$ cat src/logic/axi_pkg.sv
`default_nettype none

package axi_pkg;

	localparam int DATA_W = 64;
	localparam int ID_W   = 4;
	localparam int LEN_W  = 8;   // AxLEN, beats minus one
	localparam int SIZE_W = 3;
	localparam int RESP_W = 2;

	typedef enum logic [1:0] {
		FIXED = 2'b00,
		INCR  = 2'b01,
		WRAP  = 2'b10
	} burst_e;

	typedef enum logic [RESP_W-1:0] {
		OKAY   = 2'b00,
		EXOKAY = 2'b01,
		SLVERR = 2'b10,
		DECERR = 2'b11
	} resp_e;

	// Same codes as AxSIZE
	typedef enum logic [1:0] {
		BYTE1 = 2'b00,
		BYTE2 = 2'b01,
		BYTE4 = 2'b10,
		BYTE8 = 2'b11
	} access_size_e;

	typedef enum logic [1:0] {RD_IDLE, RD_ADDR, RD_DATA} rd_state_e;

	typedef enum logic [1:0] {S_IDLE, S_WAIT, S_BURST} slv_state_e;

endpackage

`default_nettype wire

$ cat src/logic/axi_read_if.sv
`default_nettype none

interface axi_read_if #(
	parameter int ADDR_W = 32
) (
	input wire clk
);

	// AR channel
	logic                         ar_valid;
	logic                         ar_ready;
	logic [axi_pkg::ID_W-1:0]     ar_id;
	logic [ADDR_W-1:0]            ar_addr;
	logic [axi_pkg::LEN_W-1:0]    ar_len;
	logic [axi_pkg::SIZE_W-1:0]   ar_size;
	axi_pkg::burst_e              ar_burst;

	// R channel
	logic                         r_valid;
	logic                         r_ready;
	logic [axi_pkg::ID_W-1:0]     r_id;
	logic [axi_pkg::DATA_W-1:0]   r_data;
	axi_pkg::resp_e               r_resp;
	logic                         r_last;

	modport master (
		input  clk,
		output ar_valid, ar_id, ar_addr, ar_len, ar_size, ar_burst, r_ready,
		input  ar_ready, r_valid, r_id, r_data, r_resp, r_last
	);

	modport slave (
		input  clk,
		input  ar_valid, ar_id, ar_addr, ar_len, ar_size, ar_burst, r_ready,
		output ar_ready, r_valid, r_id, r_data, r_resp, r_last
	);

endinterface

`default_nettype wire

$ cat src/logic/axi_read_master.sv
`default_nettype none

module axi_read_master #(
	parameter int ADDR_W = 32
) (
	input  wire                          clk,
	input  wire                          reset_n,

	input  wire                          cpu_req_valid_i,
	output logic                         cpu_req_ready_o,
	input  wire [axi_pkg::ID_W-1:0]      cpu_id_i,
	input  wire [ADDR_W-1:0]             cpu_addr_i,
	input  wire [axi_pkg::LEN_W-1:0]     cpu_len_i,
	input  wire axi_pkg::access_size_e   cpu_size_i,

	output logic                         cpu_r_valid_o,
	output logic [axi_pkg::DATA_W-1:0]   cpu_r_data_o,
	output axi_pkg::resp_e               cpu_r_resp_o,
	output logic [axi_pkg::ID_W-1:0]     cpu_r_id_o,
	output logic                         cpu_r_last_o,

	axi_read_if.master                   axi
);

	axi_pkg::rd_state_e state;

	// Captured request
	logic [axi_pkg::ID_W-1:0]    id_q;
	logic [ADDR_W-1:0]           addr_q;
	logic [axi_pkg::LEN_W-1:0]   len_q;
	axi_pkg::access_size_e       size_q;

	logic                        req_hs;
	logic                        ar_hs;
	logic                        r_hs;
	logic [axi_pkg::DATA_W-1:0]  lane_bits;
	logic [axi_pkg::DATA_W-1:0]  lane_mask;

	assign cpu_req_ready_o = (state == axi_pkg::RD_IDLE);
	assign req_hs = cpu_req_valid_i && cpu_req_ready_o;
	assign ar_hs  = axi.ar_valid && axi.ar_ready;
	assign r_hs   = axi.r_valid && axi.r_ready;

	// AR payload straight from the captured request
	assign axi.ar_valid = (state == axi_pkg::RD_ADDR);
	assign axi.ar_id    = id_q;
	assign axi.ar_addr  = {addr_q[ADDR_W-1:3], 3'b000};  // Word aligned
	assign axi.ar_len   = len_q;
	assign axi.ar_size  = {1'b0, size_q};
	assign axi.ar_burst = axi_pkg::INCR;
	assign axi.r_ready  = (state == axi_pkg::RD_DATA);

	always_ff @(posedge clk) begin
		if (!reset_n) begin
			state <= axi_pkg::RD_IDLE;
		end else begin
			case (state)
				axi_pkg::RD_IDLE: begin
					if (req_hs)
						state <= axi_pkg::RD_ADDR;
				end
				axi_pkg::RD_ADDR: begin
					if (ar_hs)
						state <= axi_pkg::RD_DATA;
				end
				axi_pkg::RD_DATA: begin
					if (r_hs && axi.r_last)
						state <= axi_pkg::RD_IDLE;
				end
				default: state <= axi_pkg::RD_IDLE;
			endcase
		end
	end

	always_ff @(posedge clk) begin
		if (req_hs) begin
			id_q   <= cpu_id_i;
			addr_q <= cpu_addr_i;
			len_q  <= cpu_len_i;
			size_q <= cpu_size_i;
		end
	end

	// Keep only the addressed bytes, in place
	always_comb begin
		lane_bits = '0;
		case (size_q)
			axi_pkg::BYTE1: lane_bits[7:0]  = '1;
			axi_pkg::BYTE2: lane_bits[15:0] = '1;
			axi_pkg::BYTE4: lane_bits[31:0] = '1;
			default:        lane_bits       = '1;
		endcase
		lane_mask = lane_bits << {addr_q[2:0], 3'b000};
	end

	always_ff @(posedge clk) begin
		if (!reset_n) begin
			cpu_r_valid_o <= 1'b0;
			cpu_r_last_o  <= 1'b0;
		end else begin
			cpu_r_valid_o <= r_hs;
			cpu_r_last_o  <= r_hs && axi.r_last;
		end
	end

	always_ff @(posedge clk) begin
		if (r_hs) begin
			cpu_r_data_o <= axi.r_data & lane_mask;
			cpu_r_resp_o <= axi.r_resp;
			cpu_r_id_o   <= axi.r_id;
		end
	end

endmodule

`default_nettype wire

$ cat src/flat_wrapper.sv
// flat-port wrapper written by rule: the top's interface ports become plain ports
module axi_read_master_flat 
#(
	parameter int ADDR_W = 32
)
  (clk, reset_n, cpu_req_valid_i, cpu_req_ready_o, cpu_id_i, cpu_addr_i, cpu_len_i, cpu_size_i, cpu_r_valid_o, cpu_r_data_o, cpu_r_resp_o, cpu_r_id_o, cpu_r_last_o, axi_ar_valid, axi_ar_id, axi_ar_addr, axi_ar_len, axi_ar_size, axi_ar_burst, axi_r_ready, axi_ar_ready, axi_r_valid, axi_r_id, axi_r_data, axi_r_resp, axi_r_last);
  axi_read_if #(.ADDR_W(ADDR_W)) axi_i (.clk(clk));
  input  wire clk;
  input  wire reset_n;
  input  wire cpu_req_valid_i;
  output logic cpu_req_ready_o;
  input  wire [axi_pkg::ID_W-1:0] cpu_id_i;
  input  wire [ADDR_W-1:0] cpu_addr_i;
  input  wire [axi_pkg::LEN_W-1:0] cpu_len_i;
  input  wire axi_pkg::access_size_e cpu_size_i;
  output logic cpu_r_valid_o;
  output logic [axi_pkg::DATA_W-1:0] cpu_r_data_o;
  output axi_pkg::resp_e cpu_r_resp_o;
  output logic [axi_pkg::ID_W-1:0] cpu_r_id_o;
  output logic cpu_r_last_o;
  output wire logic [$bits(axi_i.ar_valid)-1:0] axi_ar_valid;
  output wire logic [$bits(axi_i.ar_id)-1:0] axi_ar_id;
  output wire logic [$bits(axi_i.ar_addr)-1:0] axi_ar_addr;
  output wire logic [$bits(axi_i.ar_len)-1:0] axi_ar_len;
  output wire logic [$bits(axi_i.ar_size)-1:0] axi_ar_size;
  output wire logic [$bits(axi_i.ar_burst)-1:0] axi_ar_burst;
  output wire logic [$bits(axi_i.r_ready)-1:0] axi_r_ready;
  input wire logic [$bits(axi_i.ar_ready)-1:0] axi_ar_ready;
  input wire logic [$bits(axi_i.r_valid)-1:0] axi_r_valid;
  input wire logic [$bits(axi_i.r_id)-1:0] axi_r_id;
  input wire logic [$bits(axi_i.r_data)-1:0] axi_r_data;
  input wire logic [$bits(axi_i.r_resp)-1:0] axi_r_resp;
  input wire logic [$bits(axi_i.r_last)-1:0] axi_r_last;
  assign axi_ar_valid = axi_i.ar_valid;
  assign axi_ar_id = axi_i.ar_id;
  assign axi_ar_addr = axi_i.ar_addr;
  assign axi_ar_len = axi_i.ar_len;
  assign axi_ar_size = axi_i.ar_size;
  assign axi_ar_burst = axi_i.ar_burst;
  assign axi_r_ready = axi_i.r_ready;
  assign axi_i.ar_ready = axi_ar_ready;
  assign axi_i.r_valid = axi_r_valid;
  assign axi_i.r_id = axi_r_id;
  assign axi_i.r_data = axi_r_data;
  assign axi_i.r_resp = axi_r_resp;
  assign axi_i.r_last = axi_r_last;
  axi_read_master #(.ADDR_W(ADDR_W)) u_core (.clk(clk), .reset_n(reset_n), .cpu_req_valid_i(cpu_req_valid_i), .cpu_req_ready_o(cpu_req_ready_o), .cpu_id_i(cpu_id_i), .cpu_addr_i(cpu_addr_i), .cpu_len_i(cpu_len_i), .cpu_size_i(cpu_size_i), .cpu_r_valid_o(cpu_r_valid_o), .cpu_r_data_o(cpu_r_data_o), .cpu_r_resp_o(cpu_r_resp_o), .cpu_r_id_o(cpu_r_id_o), .cpu_r_last_o(cpu_r_last_o), .axi(axi_i));
endmodule
$ cat config.mk
export PLATFORM = sky130hd
export DESIGN_NAME = axi_read_master_flat
export DESIGN_NICKNAME = d
export VERILOG_FILES = /design/src/logic/axi_pkg.sv /design/src/logic/axi_read_if.sv /design/src/logic/axi_read_master.sv /design/src/flat_wrapper.sv
export SDC_FILE = /design/constraint.sdc
export NUM_CORES = 1
export LEC_CHECK = 0
export BUFFER_PORTS_ARGS = -buffer_cell sky130_fd_sc_hd__buf_2
export CORE_UTILIZATION = 34
export DETAILED_ROUTE_END_ITERATION = 10
export GPL_ROUTABILITY_DRIVEN = 0
export PLACE_DENSITY = 0.71
export SETUP_SLACK_MARGIN = 0.05
export SLEW_MARGIN = 20
export SYNTH_ARGS = -nofsm -noshare
export SYNTH_HDL_FRONTEND = slang
export SYNTH_SLANG_ARGS = --single-unit
$ cat constraint.sdc
create_clock -name clk -period 2.49 [get_ports clk]
set_input_delay 0.1245 -clock clk [delete_from_list [all_inputs] [get_ports clk]]
set_output_delay 0.1245 -clock clk [all_outputs]
set_load 0.1 [all_outputs]
Word level (Yosys, flattened, before mapping)
Index checks and enable logic that the tools add are counted.
{"block": "totals", "register_bits": 120}
{"block": "classes", "reduce_logical": 9, "n_mux": 7, "eq_ne": 7, "n_bitwise": 1, "shifts": 1}
{"op": "bitwise AND 64 bit", "n": 1}
{"op": "<< shifter 64 x 6 -> 64 bit", "n": 1}
{"op": "two-way mux 32 bit", "n": 1}
{"op": "two-way mux 16 bit", "n": 1}
{"op": "two-way mux 8 bit", "n": 1}
{"op": "two-way mux 2 bit", "n": 3}
{"op": "inequality test 2 bit (second input constant)", "n": 3}
{"op": "one-hot mux 2 bit (3 select lines)", "n": 1}
{"op": "equality test 2 x 1 -> 1 bit (second input constant)", "n": 2}
{"op": "equality test 2 bit (second input constant)", "n": 2}
{"op": "logical AND 1 bit", "n": 4}
{"op": "logical NOT 2 bit", "n": 2}
{"op": "AND reduction 3 bit", "n": 1}
{"op": "OR reduction 3 bit", "n": 1}
{"op": "OR reduction 2 bit", "n": 1}

Logic depth before layout (Yosys ltp)
{"block": "logic_depth", "ltp_word": 5, "depth_mapped": 4}

Worst setup path before layout
No wires, ideal clock.
{"block": "synth_path", "path_type": "register -> register", "startpoint": "reg u_core.state[1]", "endpoint": "reg u_core.cpu_r_data_o[0] (netlist name) (enable)", "path_stages_with_launch": 3, "setup_time_ps": 435, "n_path_buf": 0, "t_arrival_ps": 3643, "path_slack_ps": -1588, "path_cell_list": "dfxtp_1 nor2b_1 and2_1"}
{"block": "synth_via", "elab_chain_cells": 2}
{"item": "start: declaration", "line": "axi_read_master.sv:25", "source": "axi_pkg::rd_state_e state;"}
{"item": "start signal: assignment", "line": "axi_read_master.sv:55", "source": "state <= axi_pkg::RD_IDLE;"}
{"item": "start signal: assignment", "line": "axi_read_master.sv:60", "source": "state <= axi_pkg::RD_ADDR;"}
{"item": "start signal: assignment", "line": "axi_read_master.sv:64", "source": "state <= axi_pkg::RD_DATA;"}
{"item": "equality test 2 bit", "line": "axi_read_master.sv:51", "source": "assign axi.r_ready = (state == axi_pkg::RD_DATA);"}
{"item": "named net axi_r_ready", "line": "flat_wrapper.sv:27", "source": "output wire logic [$bits(axi_i.r_ready)-1:0] axi_r_ready;"}
{"item": "logical AND 1 bit", "line": "axi_read_master.sv:42", "source": "assign r_hs = axi.r_valid && axi.r_ready;"}
{"item": "named net u_core.r_hs", "line": "axi_read_master.sv:35", "source": "logic r_hs;"}
{"item": "end signal: assignment", "line": "axi_read_master.sv:108", "source": "cpu_r_data_o <= axi.r_data & lane_mask;"}
{"item": "end: declaration", "line": "axi_read_master.sv:17", "source": "output logic [axi_pkg::DATA_W-1:0] cpu_r_data_o,"}
The timed path passes the listed nets, and every way through them passes these cells.
A chain may end at the register's enable or synchronous reset.

Final worst setup path
{"block": "layout_path", "startpoint": "reg u_core.state[1]", "endpoint": "reg u_core.cpu_r_data_o[33] (netlist name) (enable)"}
{"block": "layout_via", "elab_chain_cells": 2}
{"item": "equality test 2 bit", "line": "axi_read_master.sv:51"}
{"item": "logical AND 1 bit", "line": "axi_read_master.sv:42"}
{"item": "named net u_core.r_hs", "line": "axi_read_master.sv:35"}
The timed path passes the listed nets, and every way through them passes these cells.

==> results.json <==
{
  "hold_path_end": "u_core.cpu_r_data_o[24]",
  "rr_endpoint": "u_core.cpu_r_data_o[33]",
  "hold_start": "axi_r_data[24]",
  "fin_crit_sh_pct": 70.3,
  "synth-seq-area-share_pct": 77.0,
  "r2r-start": "u_core.state[1]",
  "drt_iter0_drc": 171,
  "slew_headroom_pct": 61.2,
  "syn_area_um2": 4630,
  "finalHoldViolations": 0,
  "gr-usage-met2_pct": 29.3,
  "min_path_cells": 2,
  "hpwlAfterDp_mm": 7.38,
  "layout_commonest_cell": "buf_2",
  "p_leak_nw": 3.14,
  "syn_to_final_growth_pct": 59.3,
  "routed-via-count": 3293,
  "use_met3_pct": 5.50,
  "setup_violations": 0,
  "first_pass_iters": 4,
  "cts_setup_buffers": 0,
  "gr-usage-met1_pct": 17.8,
  "grt_pass1_wl_mm": 17.1,
  "fin_tns_setup_ns": 0,
  "cts_tree": "yes",
  "crit_path_end_kind": "register",
  "finalCriticalPeriod_ns": 1.75,
  "synthFlopType": "edfxtp_1",
  "synth_edf_count": 116,
  "cp_max_fo": 42,
  "grt_pass1_vias": 3324,
  "fin_area_um2": 7370,
  "ant_nets": 0,
  "clock_sinks": 120,
  "htree_levels": 4,
  "dieArea_um2": 14100,
  "syn-mean-instance-area_um2": 17.1,
  "status": "finished clean",
  "grt_max_degree": 47,
  "drcViolationCount": 0,
  "layout_common_cells": "buf_2, edfxtp_1, dlygate4sd3_1, and2_1, clkbuf_16",
  "hold_path.class": "in -> reg",
  "overflow": 0,
  "initial_utilization_pct": 34.9,
  "fp.coreArea_um2": 13200,
  "numCtsBuffers": 17,
  "crit_required_ns": 2.59,
  "async_reset_ff_share_pct": 0,
  "grt_busiest_layer": "met2",
  "ys_types": 30,
  "fin_util_pct": 55.7,
  "fmax_mhz": 571,
  "clkLatencyLatePin_ns": 0.41,
  "viasPerCell": 4.21,
  "antenna_found_initial": 0,
  "clk_pin_slew_ns": 0.05,
  "worst_pin_slew_ns": 0.582,
  "grt_usage_pct": 16.5,
  "r2r_setup_slack_ns": 0.74,
  "die_y_um": 119,
  "placed_area_um2": 5790,
  "post_cts_resized": 0,
  "n_antenna_cell": 0,
  "power_density_nw_per_um2": 791,
  "worst_setup_path_start_kind": "register",
  "wl_per_cell_um": 14.7,
  "synthCells": 271,
  "cts_root_buf": "clkbuf_16",
  "drv_cap": 0,
  "rows": 42,
  "skew_ns": 0.00844,
  "portBuffers": 239,
  "critPathKind": "reg -> reg",
  "io_pins": 246,
  "layout.nets": 716,
  "ys_warn_count": 0,
  "synth_seq_cells": 120,
  "drt_wl_total_mm": 11.5,
  "r2r_cells": 3,
  "cts.path.max_buffers": 2,
  "die_width_um": 119,
  "ir_worst_vdd_v": 0.000410,
  "drive_gt1_share_pct": 48.1,
  "final_max_slew_viol_count": 0,
  "cp.arrival_ns": 1.85,
  "rsz0062_at_grt": "false"
}
registers in the layout, indices dropped and copies added (netlist names), 2 cells and up:
| register | flops |
|---|---|
| u_core.cpu_r_data_o | 64 |
| u_core.addr_q | 32 |
| u_core.axi.ar_len | 8 |
| u_core.axi.ar_id | 4 |
| u_core.cpu_r_id_o | 4 |
| u_core.cpu_r_resp_o | 2 |
| u_core.size_q | 2 |
| u_core.state | 2 |
metrics by stage:
stage | hold slack, ns | total power [mW] | worst slack [ns] | std cells
5_1_grt | 0.00246 | 6.01 | 0.609 | 783
4_1_cts | 0.000981 | 5.88 | 0.740 | 783
3_5_place_dp | 0.303 | 3.27 | 0.752 | 653
6_report | 0.0152 | 5.83 | 0.740 | 783
2_1_floorplan | 0.223 | 3.13 | 0.0744 | 275
3_3_place_gp | 0.301 | 3.26 | 0.847 | 653
how the worst max path moves through the flow:
stage / startpoint / to / slack, ns / cells past startpoint
6_report: u_core.state[1] / u_core.cpu_r_data_o[33] / 0.74 / 3
3_3_place_gp: u_core.state[1] / u_core.cpu_r_data_o[52] / 0.85 / 3
3_5_place_dp: u_core.state[1] / u_core.cpu_r_data_o[55] / 0.75 / 3
2_1_floorplan: u_core.state[1] / u_core.cpu_r_data_o[0] / 0.07 / 2
4_1_cts: u_core.state[1] / u_core.cpu_r_data_o[33] / 0.74 / 3
5_1_grt: u_core.state[1] / u_core.cpu_r_data_o[27] / 0.61 / 3
per-layer routing:
metal  up-vias  share of wire [%]  wire length [um]
met1      1544                 39              4460
met4         0                1.8               209
met5         -                  0                 0
li1       1584                  -                 -
met2       146                 53              6120
met3        19                6.5               745
synthesized netlist by cell type (2+ instances only):
library cell,n,area [um2]
edfxtp_1,116,3480
and2_1,51,319
buf_4,37,278
inv_1,11,41.3
nor3_2,9,90.1
nor3b_1,8,60.1
dfxtp_1,4,80.1
a21oi_1,3,15.0
nand2_1,3,11.3
nor2_1,3,11.3
nor3_1,3,15.0
a211oi_2,2,25.0
buf_6,2,22.5
conb_1,2,7.51
nor2b_1,2,12.5
power by group:
group          internal (mW)  switching, mW  leakage, nW
combinational          0.276          0.727         1.72
sequential              2.32         0.0376         1.13
clock                   1.64          0.832        0.297
total                   4.24           1.60         3.14
area by class of cell:
class | count | area, um2
sequential | 120 | 3560
multi-input combinational | 104 | 732
fill | 1098 | 5870
timing repair buffer | 340 | 2210
inverter | 11 | 41.3
clock buffer | 23 | 478
tap | 176 | 220
clock inverter | 9 | 123
cell families after synthesis:
kind of cell | share of synthesized area [%]
flip-flops | 77.0
buffers and inverters | 7.68
AND/OR/NAND/NOR | 12.1
other | 0.162
AO/OA/AOI/OAI | 3.06
worst max-delay path, cell delays in order, from the launching register on:
cell	delay, ns
dfxtp_1	0.40
nor2b_2	0.26
and2_4	0.44
buf_12	0.30
timing repair:
| item | in CTS | in global routing |
|---|---|---|
| endpoints found under the setup margin | 0 | 0 |
| hold buffers | 98 | 0 |
| hold endpoints to repair | 98 | 0 |
Note: power is estimated with default switching activity, not from simulation.
